`config.mk`:
```
export PLATFORM = sky130hd
export DESIGN_NAME = trap_top
export DESIGN_NICKNAME = d
export VERILOG_FILES = /design/src/common/trap_pkg.sv /design/src/common/csr_port_if.sv /design/src/hdl/trap_top.sv /design/src/hdl/csr_file.sv /design/src/timer_swi/timer_swi.sv /design/src/trap_ctrl/trap_ctrl.sv
export SDC_FILE = /design/constraint.sdc
export NUM_CORES = 1
export LEC_CHECK = 0
export BUFFER_PORTS_ARGS = -buffer_cell sky130_fd_sc_hd__buf_2
export CORE_AREA = 2 2 204 206
export DETAILED_ROUTE_END_ITERATION = 7
export DIE_AREA = 0 0 206 208
export HOLD_SLACK_MARGIN = 0.15
export PLACE_DENSITY_LB_ADDON = 0.2
export REMOVE_ABC_BUFFERS = 1
export SLEW_MARGIN = 20
export SYNTH_ARGS = -nofsm -noshare
export SYNTH_HDL_FRONTEND = slang
export SYNTH_SLANG_ARGS = --single-unit
```
`constraint.sdc`:
```
create_clock -name clk -period 15.6 [get_ports clk]
set_input_delay 1.56 -clock clk [delete_from_list [all_inputs] [get_ports clk]]
set_output_delay 1.56 -clock clk [all_outputs]
set_load 0.02 [all_outputs]
```
`src/common/trap_pkg.sv`:
```
// ------------------------------------------------
// trap package
// widths, machine CSR addresses, trap cause codes,
// mstatus/mie bit positions and timer offsets
// ------------------------------------------------
`default_nettype none

package trap_pkg;

    // ------------------------------------------------
    // vector types
    // ------------------------------------------------
    typedef logic [31:0] xlen_t;     // data word
    typedef logic [31:0] addr_t;     // instruction address
    typedef logic [11:0] csr_addr_t;
    typedef logic [7:0]  irq_id_t;   // external interrupt id
    typedef logic [3:0]  tmr_addr_t; // timer register offset

    // machine CSR addresses
    localparam csr_addr_t CSR_MSTATUS = 12'h300;
    localparam csr_addr_t CSR_MIE     = 12'h304;
    localparam csr_addr_t CSR_MTVEC   = 12'h305;
    localparam csr_addr_t CSR_MEPC    = 12'h341;
    localparam csr_addr_t CSR_MCAUSE  = 12'h342;
    localparam csr_addr_t CSR_MTVAL   = 12'h343;

    // ------------------------------------------------
    // cause codes
    // ------------------------------------------------
    localparam xlen_t CAUSE_FETCH_MISALIGN = 32'd0;
    localparam xlen_t CAUSE_ILLEGAL        = 32'd2;
    localparam xlen_t CAUSE_EBREAK         = 32'd3;
    localparam xlen_t CAUSE_LOAD_MISALIGN  = 32'd4;
    localparam xlen_t CAUSE_STORE_MISALIGN = 32'd6;
    localparam xlen_t CAUSE_ECALL          = 32'd11;

    localparam xlen_t CAUSE_INT_FLAG  = 32'h8000_0000; // bit 31
    localparam xlen_t CAUSE_INT_SOFT  = 32'd3;
    localparam xlen_t CAUSE_INT_TIMER = 32'd7;
    localparam xlen_t CAUSE_INT_EXT   = 32'd16;        // plus the irq id

    // status and enable bit positions
    localparam int MSTATUS_MIE  = 3;
    localparam int MSTATUS_MPIE = 7;
    localparam int MIE_MSIE     = 3;
    localparam int MIE_MTIE     = 7;
    localparam int MIE_MEIE     = 11;

    // timer register offsets
    localparam tmr_addr_t TMR_MTIME    = 4'd0;
    localparam tmr_addr_t TMR_MTIMECMP = 4'd4;
    localparam tmr_addr_t TMR_MSIP     = 4'd8;

endpackage

`default_nettype wire
```
`src/common/csr_port_if.sv`:
```
// ------------------------------------------------
// CSR port bundle
// trap sequencer write port plus the CSR values
// the sequencer needs to read back
// ------------------------------------------------
`timescale 1ns/1ns
`default_nettype none

interface csr_port_if;
    import trap_pkg::*;

    logic      we;     // single-cycle strobe
    csr_addr_t waddr;
    xlen_t     wdata;

    xlen_t mstatus;
    xlen_t mie;
    xlen_t mtvec;
    xlen_t mepc;

    modport trap (
        output we, waddr, wdata,
        input  mstatus, mie, mtvec, mepc
    );

    modport csr (
        input  we, waddr, wdata,
        output mstatus, mie, mtvec, mepc
    );

endinterface

`default_nettype wire

```
`src/hdl/trap_top.sv`:
```
// ------------------------------------------------
// trap top level
// machine trap sequencer, CSR file and timer block
// ------------------------------------------------
`timescale 1ns/1ns
`default_nettype none

module trap_top (
    input  wire logic                clk,
    input  wire logic                rst_n,
    // pipeline
    input  wire trap_pkg::addr_t     inst_addr_i,
    input  wire trap_pkg::xlen_t     inst_data_i,
    input  wire logic                inst_valid_i,
    input  wire logic                jump_flag_i,
    input  wire trap_pkg::addr_t     jump_addr_i,
    input  wire logic                atom_busy_i,
    input  wire logic                ecall_i,
    input  wire logic                ebreak_i,
    input  wire logic                illegal_i,
    input  wire logic                fetch_misalign_i,
    input  wire logic                load_misalign_i,
    input  wire logic                store_misalign_i,
    input  wire logic                mret_i,
    input  wire logic                ext_irq_i,
    input  wire trap_pkg::irq_id_t   irq_id_i,
    // core CSR access
    input  wire logic                core_we_i,
    input  wire trap_pkg::csr_addr_t core_waddr_i,
    input  wire trap_pkg::xlen_t     core_wdata_i,
    input  wire trap_pkg::csr_addr_t csr_raddr_i,
    output trap_pkg::xlen_t          csr_rdata_o,
    // timer bus
    input  wire logic                tmr_we_i,
    input  wire trap_pkg::tmr_addr_t tmr_addr_i,
    input  wire trap_pkg::xlen_t     tmr_wdata_i,
    output trap_pkg::xlen_t          tmr_rdata_o,
    // to fetch and pipeline control
    output logic                     redirect_o,
    output trap_pkg::addr_t          redirect_addr_o,
    output logic                     flush_o,
    output logic                     stall_o
);

    logic timer_irq;
    logic soft_irq;

    csr_port_if csr_bus ();

    trap_ctrl u_trap_ctrl (
        .clk_i           (clk),
        .rst_n           (rst_n),
        .inst_addr_i     (inst_addr_i),
        .inst_data_i     (inst_data_i),
        .inst_valid_i    (inst_valid_i),
        .jump_flag_i     (jump_flag_i),
        .jump_addr_i     (jump_addr_i),
        .atom_busy_i     (atom_busy_i),
        .ecall_i         (ecall_i),
        .ebreak_i        (ebreak_i),
        .illegal_i       (illegal_i),
        .fetch_misalign_i(fetch_misalign_i),
        .load_misalign_i (load_misalign_i),
        .store_misalign_i(store_misalign_i),
        .mret_i          (mret_i),
        .ext_irq_i       (ext_irq_i),
        .irq_id_i        (irq_id_i),
        .timer_irq_i     (timer_irq),
        .soft_irq_i      (soft_irq),
        .csr             (csr_bus.trap),
        .redirect_o      (redirect_o),
        .redirect_addr_o (redirect_addr_o),
        .flush_o         (flush_o),
        .stall_o         (stall_o)
    );

    csr_file u_csr_file (
        .clk         (clk),
        .rst_n       (rst_n),
        .trap        (csr_bus.csr),
        .core_we_i   (core_we_i),
        .core_waddr_i(core_waddr_i),
        .core_wdata_i(core_wdata_i),
        .csr_raddr_i (csr_raddr_i),
        .csr_rdata_o (csr_rdata_o)
    );

    timer_swi u_timer_swi (
        .clk        (clk),
        .rst_n      (rst_n),
        .tmr_we_i   (tmr_we_i),
        .tmr_addr_i (tmr_addr_i),
        .tmr_wdata_i(tmr_wdata_i),
        .tmr_rdata_o(tmr_rdata_o),
        .timer_irq_o(timer_irq),
        .soft_irq_o (soft_irq)
    );

endmodule

`default_nettype wire

```
`src/hdl/csr_file.sv`:
```
// ------------------------------------------------
// machine CSR file
// mstatus, mie, mtvec, mepc, mcause and mtval with a
// trap write port, a core write port and a
// combinational read port
// ------------------------------------------------
`timescale 1ns/1ns
`default_nettype none

module csr_file (
    input  wire logic                clk,
    input  wire logic                rst_n,

    csr_port_if.csr                  trap,

    // core side
    input  wire logic                core_we_i,
    input  wire trap_pkg::csr_addr_t core_waddr_i,
    input  wire trap_pkg::xlen_t     core_wdata_i,
    input  wire trap_pkg::csr_addr_t csr_raddr_i,
    output trap_pkg::xlen_t          csr_rdata_o
);
    import trap_pkg::*;

    xlen_t     mstatus_q;
    xlen_t     mie_q;
    xlen_t     mtvec_q;
    xlen_t     mepc_q;
    xlen_t     mcause_q;
    xlen_t     mtval_q;

    logic      wr_en;
    csr_addr_t wr_addr;
    xlen_t     wr_data;

    // trap port wins, core write dropped that cycle
    assign wr_en   = trap.we | core_we_i;
    assign wr_addr = trap.we ? trap.waddr : core_waddr_i;
    assign wr_data = trap.we ? trap.wdata : core_wdata_i;

    always_ff @(posedge clk or negedge rst_n) begin
        if (!rst_n) begin
            mstatus_q <= '0;
            mie_q     <= '0;
            mtvec_q   <= '0;
            mepc_q    <= '0;
            mcause_q  <= '0;
            mtval_q   <= '0;
        end else if (wr_en) begin
            case (wr_addr)
                CSR_MSTATUS: mstatus_q <= wr_data;
                CSR_MIE:     mie_q     <= wr_data;
                CSR_MTVEC:   mtvec_q   <= wr_data;
                CSR_MEPC:    mepc_q    <= {wr_data[31:2], 2'b00};  // word aligned
                CSR_MCAUSE:  mcause_q  <= wr_data;
                CSR_MTVAL:   mtval_q   <= wr_data;
                default: begin
                end
            endcase
        end
    end

    // ------------------------------------------------
    // read side
    // ------------------------------------------------
    always_comb begin
        case (csr_raddr_i)
            CSR_MSTATUS: csr_rdata_o = mstatus_q;
            CSR_MIE:     csr_rdata_o = mie_q;
            CSR_MTVEC:   csr_rdata_o = mtvec_q;
            CSR_MEPC:    csr_rdata_o = mepc_q;
            CSR_MCAUSE:  csr_rdata_o = mcause_q;
            CSR_MTVAL:   csr_rdata_o = mtval_q;
            default:     csr_rdata_o = '0;
        endcase
    end

    // values the trap sequencer works from
    assign trap.mstatus = mstatus_q;
    assign trap.mie     = mie_q;
    assign trap.mtvec   = mtvec_q;
    assign trap.mepc    = mepc_q;

endmodule

`default_nettype wire

```
`src/timer_swi/timer_swi.sv`:
```
// ------------------------------------------------
// machine timer and software interrupt
// 32-bit mtime, mtimecmp and msip behind a strobe
// register bus; raises the timer and soft lines
// ------------------------------------------------
`timescale 1ns/1ns
`default_nettype none

module timer_swi (
    input  wire logic                clk,
    input  wire logic                rst_n,

    // register bus
    input  wire logic                tmr_we_i,
    input  wire trap_pkg::tmr_addr_t tmr_addr_i,
    input  wire trap_pkg::xlen_t     tmr_wdata_i,
    output trap_pkg::xlen_t          tmr_rdata_o,

    output logic                     timer_irq_o,
    output logic                     soft_irq_o
);
    import trap_pkg::*;

    xlen_t mtime_q;
    xlen_t mtimecmp_q;
    logic  msip_q;

    // ------------------------------------------------
    // registers
    // ------------------------------------------------
    always_ff @(posedge clk or negedge rst_n) begin
        if (!rst_n) begin
            mtime_q    <= '0;
            mtimecmp_q <= '1;     // no timer irq out of reset
            msip_q     <= 1'b0;
        end else begin
            mtime_q <= mtime_q + 32'd1;
            if (tmr_we_i) begin
                case (tmr_addr_i)
                    TMR_MTIME:    mtime_q    <= tmr_wdata_i;  // write wins over count
                    TMR_MTIMECMP: mtimecmp_q <= tmr_wdata_i;
                    TMR_MSIP:     msip_q     <= tmr_wdata_i[0];
                    default: begin
                    end
                endcase
            end
        end
    end

    // combinational read, unmapped offsets give zero
    always_comb begin
        case (tmr_addr_i)
            TMR_MTIME:    tmr_rdata_o = mtime_q;
            TMR_MTIMECMP: tmr_rdata_o = mtimecmp_q;
            TMR_MSIP:     tmr_rdata_o = {31'd0, msip_q};
            default:      tmr_rdata_o = '0;
        endcase
    end

    // ------------------------------------------------
    // interrupt lines
    // ------------------------------------------------
    assign timer_irq_o = (mtime_q >= mtimecmp_q);  // level until cmp moves
    assign soft_irq_o  = msip_q;

endmodule

`default_nettype wire

```
`src/trap_ctrl/trap_ctrl.sv`:
```
// ------------------------------------------------
// trap sequencer
// picks the trap cause, saves pc and mtval, writes
// mepc/mstatus/mtval/mcause in order and sends the
// redirect to fetch; also handles mret
// ------------------------------------------------
`timescale 1ns/1ns
`default_nettype none

module trap_ctrl (
    input  wire logic              clk_i,
    input  wire logic              rst_n,

    // pipeline
    input  wire trap_pkg::addr_t   inst_addr_i,
    input  wire trap_pkg::xlen_t   inst_data_i,
    input  wire logic              inst_valid_i,
    input  wire logic              jump_flag_i,
    input  wire trap_pkg::addr_t   jump_addr_i,
    input  wire logic              atom_busy_i,

    // exceptions and return
    input  wire logic              ecall_i,
    input  wire logic              ebreak_i,
    input  wire logic              illegal_i,
    input  wire logic              fetch_misalign_i,
    input  wire logic              load_misalign_i,
    input  wire logic              store_misalign_i,
    input  wire logic              mret_i,

    // interrupt lines
    input  wire logic              ext_irq_i,
    input  wire trap_pkg::irq_id_t irq_id_i,
    input  wire logic              timer_irq_i,
    input  wire logic              soft_irq_i,

    csr_port_if.trap               csr,

    output logic                   redirect_o,
    output trap_pkg::addr_t        redirect_addr_o,
    output logic                   flush_o,
    output logic                   stall_o
);
    import trap_pkg::*;

    typedef enum logic [2:0] {
        ST_IDLE,
        ST_MEPC,
        ST_MSTATUS,
        ST_MTVAL,
        ST_MCAUSE,
        ST_MRET_STATUS,
        ST_MRET_WAIT
    } state_e;

    state_e state_q;

    xlen_t cause_q;   // captured at acceptance
    xlen_t tval_q;
    addr_t epc_q;

    logic  ext_en;
    logic  tmr_en;
    logic  sw_en;
    logic  int_req;
    logic  exc_req;
    logic  req;
    logic  accept;
    logic  need_tval;
    xlen_t cause_d;
    xlen_t ent_status;
    xlen_t ret_status;
    addr_t vec_addr;
    addr_t tvec_base;

    // ------------------------------------------------
    // request decode
    // ------------------------------------------------
    assign ext_en  = ext_irq_i & csr.mie[MIE_MEIE];
    assign tmr_en  = timer_irq_i & csr.mie[MIE_MTIE];
    assign sw_en   = soft_irq_i & csr.mie[MIE_MSIE];
    assign int_req = (ext_en | tmr_en | sw_en) & csr.mstatus[MSTATUS_MIE];

    assign exc_req = ecall_i | ebreak_i | illegal_i
                   | fetch_misalign_i | load_misalign_i | store_misalign_i;
    assign req     = exc_req | int_req;
    assign accept  = req & inst_valid_i & ~atom_busy_i & (state_q == ST_IDLE);

    assign stall_o = req & atom_busy_i;  // only back-pressure
    assign flush_o = (state_q != ST_IDLE) && (state_q != ST_MRET_WAIT);

    // exceptions before interrupts, fixed order within each
    always_comb begin
        if (ecall_i) begin
            cause_d = CAUSE_ECALL;
        end else if (ebreak_i) begin
            cause_d = CAUSE_EBREAK;
        end else if (fetch_misalign_i) begin
            cause_d = CAUSE_FETCH_MISALIGN;
        end else if (load_misalign_i) begin
            cause_d = CAUSE_LOAD_MISALIGN;
        end else if (store_misalign_i) begin
            cause_d = CAUSE_STORE_MISALIGN;
        end else if (illegal_i) begin
            cause_d = CAUSE_ILLEGAL;
        end else if (ext_en) begin
            cause_d = CAUSE_INT_FLAG | (CAUSE_INT_EXT + {24'd0, irq_id_i});
        end else if (tmr_en) begin
            cause_d = CAUSE_INT_FLAG | CAUSE_INT_TIMER;
        end else begin
            cause_d = CAUSE_INT_FLAG | CAUSE_INT_SOFT;
        end
    end

    // cause, mtval and return pc
    always_ff @(posedge clk_i) begin
        if (accept) begin
            cause_q <= cause_d;
            tval_q  <= inst_data_i;
            if (exc_req) begin
                epc_q <= inst_addr_i;
            end else if (jump_flag_i) begin
                epc_q <= jump_addr_i;   // resume at the jump target
            end else begin
                epc_q <= inst_addr_i + 32'd4;
            end
        end
    end

    assign need_tval = (cause_q == CAUSE_ILLEGAL) || (cause_q == CAUSE_LOAD_MISALIGN)
                    || (cause_q == CAUSE_STORE_MISALIGN);

    // ------------------------------------------------
    // sequencer
    // ------------------------------------------------
    always_ff @(posedge clk_i or negedge rst_n) begin
        if (!rst_n) begin
            state_q <= ST_IDLE;
        end else begin
            case (state_q)
                ST_IDLE: begin
                    if (accept) begin
                        state_q <= ST_MEPC;
                    end else if (mret_i) begin
                        state_q <= ST_MRET_STATUS;
                    end
                end
                ST_MEPC:        state_q <= ST_MSTATUS;
                ST_MSTATUS:     state_q <= need_tval ? ST_MTVAL : ST_MCAUSE;
                ST_MTVAL:       state_q <= ST_MCAUSE;
                ST_MCAUSE:      state_q <= ST_IDLE;
                ST_MRET_STATUS: state_q <= ST_MRET_WAIT;
                ST_MRET_WAIT: begin
                    if (inst_addr_i == redirect_addr_o) begin  // fetch has landed
                        state_q <= ST_IDLE;
                    end
                end
                default:        state_q <= ST_IDLE;
            endcase
        end
    end

    // mstatus images for entry and return
    always_comb begin
        ent_status               = csr.mstatus;
        ent_status[MSTATUS_MPIE] = csr.mstatus[MSTATUS_MIE];
        ent_status[MSTATUS_MIE]  = 1'b0;
        ret_status               = csr.mstatus;
        ret_status[MSTATUS_MIE]  = csr.mstatus[MSTATUS_MPIE];
        ret_status[MSTATUS_MPIE] = 1'b1;
    end

    // one CSR write per state
    always_comb begin
        csr.we    = 1'b1;
        csr.waddr = CSR_MEPC;
        csr.wdata = epc_q;
        case (state_q)
            ST_MEPC: begin
            end
            ST_MSTATUS: begin
                csr.waddr = CSR_MSTATUS;
                csr.wdata = ent_status;
            end
            ST_MTVAL: begin
                csr.waddr = CSR_MTVAL;
                csr.wdata = tval_q;
            end
            ST_MCAUSE: begin
                csr.waddr = CSR_MCAUSE;
                csr.wdata = cause_q;
            end
            ST_MRET_STATUS: begin
                csr.waddr = CSR_MSTATUS;
                csr.wdata = ret_status;
            end
            default: csr.we = 1'b0;
        endcase
    end

    // ------------------------------------------------
    // redirect
    // ------------------------------------------------
    assign tvec_base = {csr.mtvec[31:2], 2'b00};
    assign vec_addr  = (cause_q[31] && csr.mtvec[0])
                     ? tvec_base + {26'd0, cause_q[3:0], 2'b00}  // vectored
                     : tvec_base;

    always_ff @(posedge clk_i or negedge rst_n) begin
        if (!rst_n) begin
            redirect_o      <= 1'b0;
            redirect_addr_o <= '0;
        end else begin
            redirect_o <= 1'b0;
            if (state_q == ST_MCAUSE) begin
                redirect_o      <= 1'b1;
                redirect_addr_o <= vec_addr;
            end else if (state_q == ST_MRET_STATUS) begin
                redirect_o      <= 1'b1;
                redirect_addr_o <= csr.mepc;
            end
        end
    end

endmodule

`default_nettype wire

```
==> results.yml, run 1 <==
sta:
  min_period_over_period_pct: 35.09
  finalHoldViolations: 0
  period_minus_slack_ns: 5.474
  max_freq_mhz: 182.7
  rsz0062_at_grt: "false"
  slew_headroom_pct: 26.99
  worstMarginPinSlew_ns: 1.085
  maxSlewViolCount: 0
  setup_tns_ns: 0
  fin_worst_skew_ns: 0.02117
  whs_ns: 0.4806
  setup_viol: 0
worst_setup_path:
  arrival_ns: 3.91
  r2r_slack_ns: 11.01
  startpoint_type: "input port"
  required_ns: 14.04
  crit_fanout: 35
  end_kind: "primary output"
  crit_type: "in2out"
flow_run:
  drv_cap: 0
floorplan:
  die_y_um: 208
  pin_count: 310
  core.rowCount: 74
  die_area_um2: 42850
  initial_core_util_pct: 49.40
  die_w_um: 206
  core_area_um2: 40550
cells_and_area:
  final_cell_mix: "331 x nand2_1, 306 x buf_2, 305 x o21ai_0, 254 x dfrtp_1, 174 x nor2_1"
  finish.instance_area_um2: 23260
  drive_gt1_share_pct: 20.57
  syn_to_final_growth_pct: 16.14
  final_cells: 2977
  fillers: 3591
  final_common_cell: "nand2_1"
  nets: 2659
clock_network:
  clock_latency_ns: 0.57
  cts_resized: 0
  cts_hold_repair.buffers: 0
  htree_num_levels: 2
  post-cts-setup-buffers: 0
  clk_path_buf_depth: 3
  cts_tree: "yes"
  root_buffer: "clkbuf_16"
  cts_buffers: 42
  clock-sinks: 363
  clk_pin_slew_ns: 0.06
outcome:
  status: "finished clean"
synth:
  synth_area_per_cell_um2: 9.231
  yosysSeqAreaShare_pct: 47.40
  synthFlopType: "dfrtp_1"
  synth_area_um2: 20030
  synth_cells: 2170
  ys_seq_elements: 363
  synth_edf_count: 74
  synthArstFlopShare_pct: 79.61
  yosysWarnings: 0
  ys_types: 81
power_and_ir_drop:
  p_comb_share_pct: 35.4
  pwr-share-seq_pct: 39.7
  switching_share_pct: 40.79
  pwr_density_cell_nw_per_um2: 164.0
  p_int_uw: 2260
  ir_drop_mv: 0.1052
  clock_power_share_pct: 24.9
  leakage_uw: 0.01010
  p_sw_uw: 1556
  power_uw: 3816
route:
  wl_um: 66930
  drt_iter0_drc: 1829
  drc: 0
  firstDrtPassIters: 6
  vias: 18110
  drt.antenna.violating_nets: 0
  post_drt_wl_per_cell_um: 22.48
  routed_via_density: 6.082
place:
  dp_cells: 2896
  hpwlAfterDp_um: 45500
  port_buffers: 307
  dpl_cell_area_um2: 21930
  gp_congestion: 0.9272
min_path:
  hold_path.class: "reg2reg"
global_route:
  grt_pass1_wl_um: 101900
  antenna_found_initial: 13
  grt_pass1_vias: 17570
  globalRouteTotalUtil_pct: 31.02
  grt_max_degree: 169
  grt_overflow_total: 0
[power by group through the flow]
| stage | logic [uW] | clock network (uW) | registers, uW |
|---|---|---|---|
| after floorplan | 781 | 0 | 1530 |
| after global placement | 1290 | 0 | 1520 |
| after detailed placement | 1330 | 0 | 1520 |
| after CTS | 1330 | 965 | 1510 |
| after global routing | 1490 | 1000 | 1550 |
| final | 1350 | 951 | 1510 |
[worst paths after layout]
path                                            start                 endpoint  cells after the start
max in group asynchronous                       rst_n  u_csr_file.trap.mie[23]                      2
setup / recovery                       csr_raddr_i[0]           csr_rdata_o[7]                      7
setup reg to reg           u_timer_swi.mtimecmp_q[13]    u_trap_ctrl.epc_q[23]                     10
min in group asynchronous                       rst_n   u_csr_file.mcause_q[0]                      1
hold reg to reg               u_csr_file.mcause_q[25]  u_csr_file.mcause_q[25]                      2
hold / removal                u_csr_file.mcause_q[25]  u_csr_file.mcause_q[25]                      2
[registers in the layout (all words and copies together), names as in the netlist]
register	cells
u_trap_ctrl.cause_q	10
u_timer_swi.mtime_q	32
u_trap_ctrl.redirect_addr_o	30
u_trap_ctrl.tval_q	32
u_trap_ctrl.redirect_o	1
u_csr_file.mcause_q	32
u_csr_file.mtval_q	32
u_csr_file.trap.mstatus	32
u_csr_file.trap.mtvec	32
u_timer_swi.soft_irq_o	1
u_trap_ctrl.state_q	3
u_timer_swi.mtimecmp_q	32
u_trap_ctrl.epc_q	32
u_csr_file.trap.mepc	30
u_csr_file.trap.mie	32
[synthesized netlist by cell type, types with 6 or more instances]
cell	count	share of area [%]
nand2_1	332	6.2
o21ai_0	305	7.6
dfrtp_1	257	32
nor2_1	175	3.3
a21oi_1	101	2.5
clkbuf_1	99	1.9
mux2i_1	95	4.7
edfxtp_1	74	11
inv_1	56	1.0
nand3_1	53	1.3
xor2_1	45	2.0
ha_1	39	2.4
mux2_2	37	2.1
a221oi_1	35	1.5
o22ai_1	35	1.1
a22o_1	33	1.4
dfstp_2	32	4.2
xnor2_1	30	1.3
a22oi_1	26	0.97
nand4_1	26	0.81
nor3_1	26	0.65
and3_1	25	0.78
buf_2	24	0.60
nor4_1	21	0.66
o21ai_1	19	0.47
and4_1	12	0.52
a211oi_1	10	0.37
buf_1	10	0.19
nor2b_1	9	0.28
a21o_1	8	0.30
o21ai_2	6	0.26
[cell families (layout without fill, tap and decap cells)]
logic type	count (synthesis)	count (layout)	synth area share (%)
AO/OA/AOI/OAI	638	638	19.16
flip-flops	363	363	47.40
multiplexers	137	137	7.389
buffers and inverters	201	471	4.197
adder cells (fa/ha/maj)	40	40	2.536
other	1	6	0.01872
AND/OR/NAND/NOR	715	715	16.02
XOR/XNOR	75	75	3.279
[worst max-delay path: stages]
cell,delay (ns)
buf_2,0.08
buf_4,0.58
nand2_1,0.21
nor2_4,0.83
a221oi_1,0.17
o21ai_0,0.24
buf_2,0.24
[cell type report]
| class | count | area [um2] | share of cell area [%] |
|---|---|---|---|
| Inverter | 58 | 217.7 | 0.9358 |
| Clock inverter | 10 | 50.05 | 0.2151 |
| Clock buffer | 67 | 1270 | 5.459 |
| Antenna cell | 4 | 10.01 | 0.04302 |
| Multi-Input combinational cell | 1607 | 9774 | 42.01 |
| Tap cell | 532 | 665.6 | 2.861 |
| Sequential cell | 363 | 9500 | 40.84 |
| Timing Repair Buffer | 336 | 1777 | 7.637 |
[per-layer routing]
metal	vias to the layer above	part of all wire [%]	GRT usage (%)
met4	18	4.1	13.33
li1	8296	-	-
met1	8637	40	41.74
met5	-	0.15	0
met3	163	11	7.378
met2	991	45	47.81
[per-stage QoR]
step | util, % | setup WS, ns
floorplan | - | 0.4103
global placement | 54.09 | 10.18
detailed placement | 54.09 | 10.17
CTS | 57.34 | 10.18
global route | 57.36 | 10.07
finish | 57.37 | 10.13
No activity file was read; power rests on OpenSTA's default activity.
==> run 2, diff against run 1 <==
--- a/config.mk
+++ b/config.mk
@@ -5,10 +5,11 @@
 export SDC_FILE = /design/constraint.sdc
 export NUM_CORES = 1
 export LEC_CHECK = 0
+export ABC_AREA = 1
 export BUFFER_PORTS_ARGS = -buffer_cell sky130_fd_sc_hd__buf_2
-export CORE_AREA = 2 2 204 206
+export CORE_AREA = 2 2 203 205
 export DETAILED_ROUTE_END_ITERATION = 7
-export DIE_AREA = 0 0 206 208
+export DIE_AREA = 0 0 205 207
 export HOLD_SLACK_MARGIN = 0.15
 export PLACE_DENSITY_LB_ADDON = 0.2
 export REMOVE_ABC_BUFFERS = 1
==> constraint.sdc (replaced) <==
create_clock -name clk -period 4.6 [get_ports clk]
set_input_delay 0.46 -clock clk [delete_from_list [all_inputs] [get_ports clk]]
set_output_delay 0.46 -clock clk [all_outputs]
set_load 0.02 [all_outputs]
==> run 2 against run 1 <==
Effect of this change: die area fell by 0.96%; synthesized cell count is 14% higher; global-route usage grew 1.5 points; setup slack got worse by 9.0 ns; synthesized area fell by 0.64%; register-to-register slack got worse by 9.8 ns; non-clock buffer count increased by 58; clock power grew to 3.5 times the previous value; sequential share of layout area down 1.1 points; first-iteration DRC count up 14%; critical path depth is 8 higher; sequential power is 140% higher; critical path type is now reg2out; largest cell class is now flip-flops and latches; highest routed layer unchanged.
==> results.yml, run 2 <==
cells_and_area:
  antenna-diode-count: 0
  fillers: 3738
  drive_gt1_share_pct: 16.64
  nets: 3049
  syn_to_final_growth_pct: 20.12
  final_cell_mix: "456 x nand2_1, 375 x inv_1, 306 x buf_2, 257 x dfrtp_1, 236 x nor2_1"
  final_util_pct: 59.23
  final_common_cell: "nand2_1"
  finish.instance_area_um2: 23910
floorplan:
  core.rowCount: 74
  pin_count: 310
  initial_core_util_pct: 49.31
  core_area_um2: 40370
  die_y_um: 207
  die_w_um: 205
  die_area_um2: 42440
sta:
  finalHoldViolations: 0
  fin_worst_skew_ns: 0.02806
  slew_headroom_pct: 24.66
  setup_viol: 0
  worstMarginPinSlew_ns: 1.129
  rsz0062_at_grt: "false"
  period_minus_slack_ns: 3.496
  max_freq_mhz: 286.1
  min_period_over_period_pct: 76.00
  maxSlewViolCount: 0
clock_network:
  cts_resized: 0
  cts_tree: "yes"
  cts_buffers: 43
  clock_latency_ns: 0.57
  root_buffer: "clkbuf_16"
  clk_pin_slew_ns: 0.06
  htree_num_levels: 2
  clock-sinks: 363
  clk_path_buf_depth: 3
worst_setup_path:
  arrival_ns: 3.04
  critPathTopFamily: "simple AND/OR/NAND/NOR gates"
  crit_type: "reg2out"
  crit_fanout: 3
  cp_slowest_stage_delay_ns: 0.51
  cp_cell_sequence: "inv_1 -> ha_1 -> nand2_1 -> nor2_1 -> nand2_1 -> nor2_1 -> nor2_1 -> nand2_1 -> nand2_1 -> nand2_1 -> nand2_1 -> nand3_1 -> nand2_1 -> a21boi_0 -> buf_2"
  startpoint_type: "flip-flop"
  path_common_cell: "nand2_1"
  required_ns: 4.14
  cp_num_buf_inv: 2
  end_kind: "primary output"
  worst_path_max_delay_cell: "dfstp_2"
synth:
  yosysMostFrequentCell: "nand2_1"
  synth_cells: 2469
  yosysTopAreaCellShare_pct: 32.31
  synth_area_um2: 19900
  yosysWarnings: 0
  ys_types: 56
  ys_seq_elements: 363
  synth_area_per_cell_um2: 8.062
  synthFlopType: "dfrtp_1"
  yosysSeqAreaShare_pct: 47.70
  synth_area_leaders: "dfrtp_1 32%, edfxtp_1 11%, nand2_1 8.6%"
  synth_edf_count: 74
  synth.top_cells.by_count: "457 x nand2_1, 376 x inv_1, 257 x dfrtp_1, 238 x nor2_1, 206 x o21ai_0"
  synthArstFlopShare_pct: 79.61
  synth_top_area_cell: "dfrtp_1"
place:
  dpl_cell_area_um2: 21950
  gp_congestion: 0.9819
  port_buffers: 307
  hpwlAfterDp_um: 50060
route:
  firstDrtPassIters: 5
  routed_via_density: 5.714
  drc: 0
  drt_iter0_drc: 2093
  post_drt_wl_per_cell_um: 20.72
  drt.antenna.violating_nets: 0
  vias: 19220
  wl_um: 69680
global_route:
  globalRouteTotalUtil_pct: 32.56
  grt_overflow_total: 0
  grt_max_degree: 125
  antenna_found_initial: 4
  grt_pass1_vias: 18800
  grt_pass1_wl_um: 106600
flow_run:
  drv_cap: 0
power_and_ir_drop:
  leakage_uw: 0.01132
  pwr_density_cell_nw_per_um2: 342.7
  ir_drop_mv: 0.2522
  power_uw: 8193
outcome:
  status: "finished clean"
min_path:
  hold_path.class: "in2reg"
-- run 2: through the flow --
stage / cells / hold slack, ns / setup WS [ns] / setup TNS, ns
detailed placement: 3227 / 0.4731 / 1.304 / 0
CTS: 3363 / 0.1502 / 1.056 / 0
finish: 3363 / 0.1724 / 1.104 / 0
floorplan: 2359 / 0.1644 / -0.6454 / -47.76
global placement: 3227 / 0.4663 / 1.382 / 0
global route: 3363 / 0.1835 / 0.8315 / 0
-- run 2: power by group --
group	switching [uW]	internal [uW]	total (uW)
Sequential	164	3510	3670
Clock	1380	1980	3360
Combinational	709	455	1160
-- run 2: layout make-up --
| class | count | area, um2 | share of cell area (%) |
|---|---|---|---|
| clock buffers | 69 | 1296 | 5.422 |
| clock inverters | 9 | 81.33 | 0.3402 |
| inverters | 387 | 1453 | 6.076 |
| multi-input cells | 1609 | 8524 | 35.65 |
| flip-flops and latches | 363 | 9494 | 39.71 |
| well taps | 532 | 665.6 | 2.784 |
| repair buffers | 394 | 2395 | 10.02 |
-- run 2: kinds of logic after synthesis --
family,share of synthesized area (%)
other,0.01884
adder cells (fa/ha/maj),2.552
AND/OR/NAND/NOR,18.60
flip-flops,47.70
XOR/XNOR,2.332
buffers and inverters,9.586
AO/OA/AOI/OAI,19.21
-- run 2: final timing paths --
kind | slack [ns] | startpoint | depth (start not counted) | end
worst max-delay path | 1.10 | u_timer_swi.mtimecmp_q[15] | 15 | stall_o
worst min-delay path | 0.17 | tmr_wdata_i[10] | 3 | u_timer_swi.mtimecmp_q[10]
worst max register to register | 1.25 | u_trap_ctrl.state_q[0] | 12 | u_csr_file.trap.mstatus[31]
worst min register to register | 0.49 | u_csr_file.trap.mie[26] | 2 | u_csr_file.trap.mie[26]
max in group asynchronous | 2.92 | rst_n | 3 | u_csr_file.trap.mepc[4]
min in group asynchronous | 0.59 | rst_n | 2 | u_timer_swi.mtime_q[7]
-- run 2: worst reg2reg max path, delay by kind of cell, from the launching register on --
family / cells / cell delay (ns)
buf+inv: 3 / 0.70
simple gates: 7 / 1.54
flops: 1 / 0.77
compound gates: 2 / 0.22
-- run 2: metal layers --
metal	GRT usage (%)	vias to the layer above	routed length, um
li1	-	8941	-
met3	5.774	162	6097
met2	52.12	956	32110
met4	11.29	6	2224
met1	44.58	9150	29210
met5	0	-	36
-- run 2: timing repair --
item	in CTS	in global routing
setup buffers	0	0
endpoints found under the hold margin	156	0
hold buffers	58	0
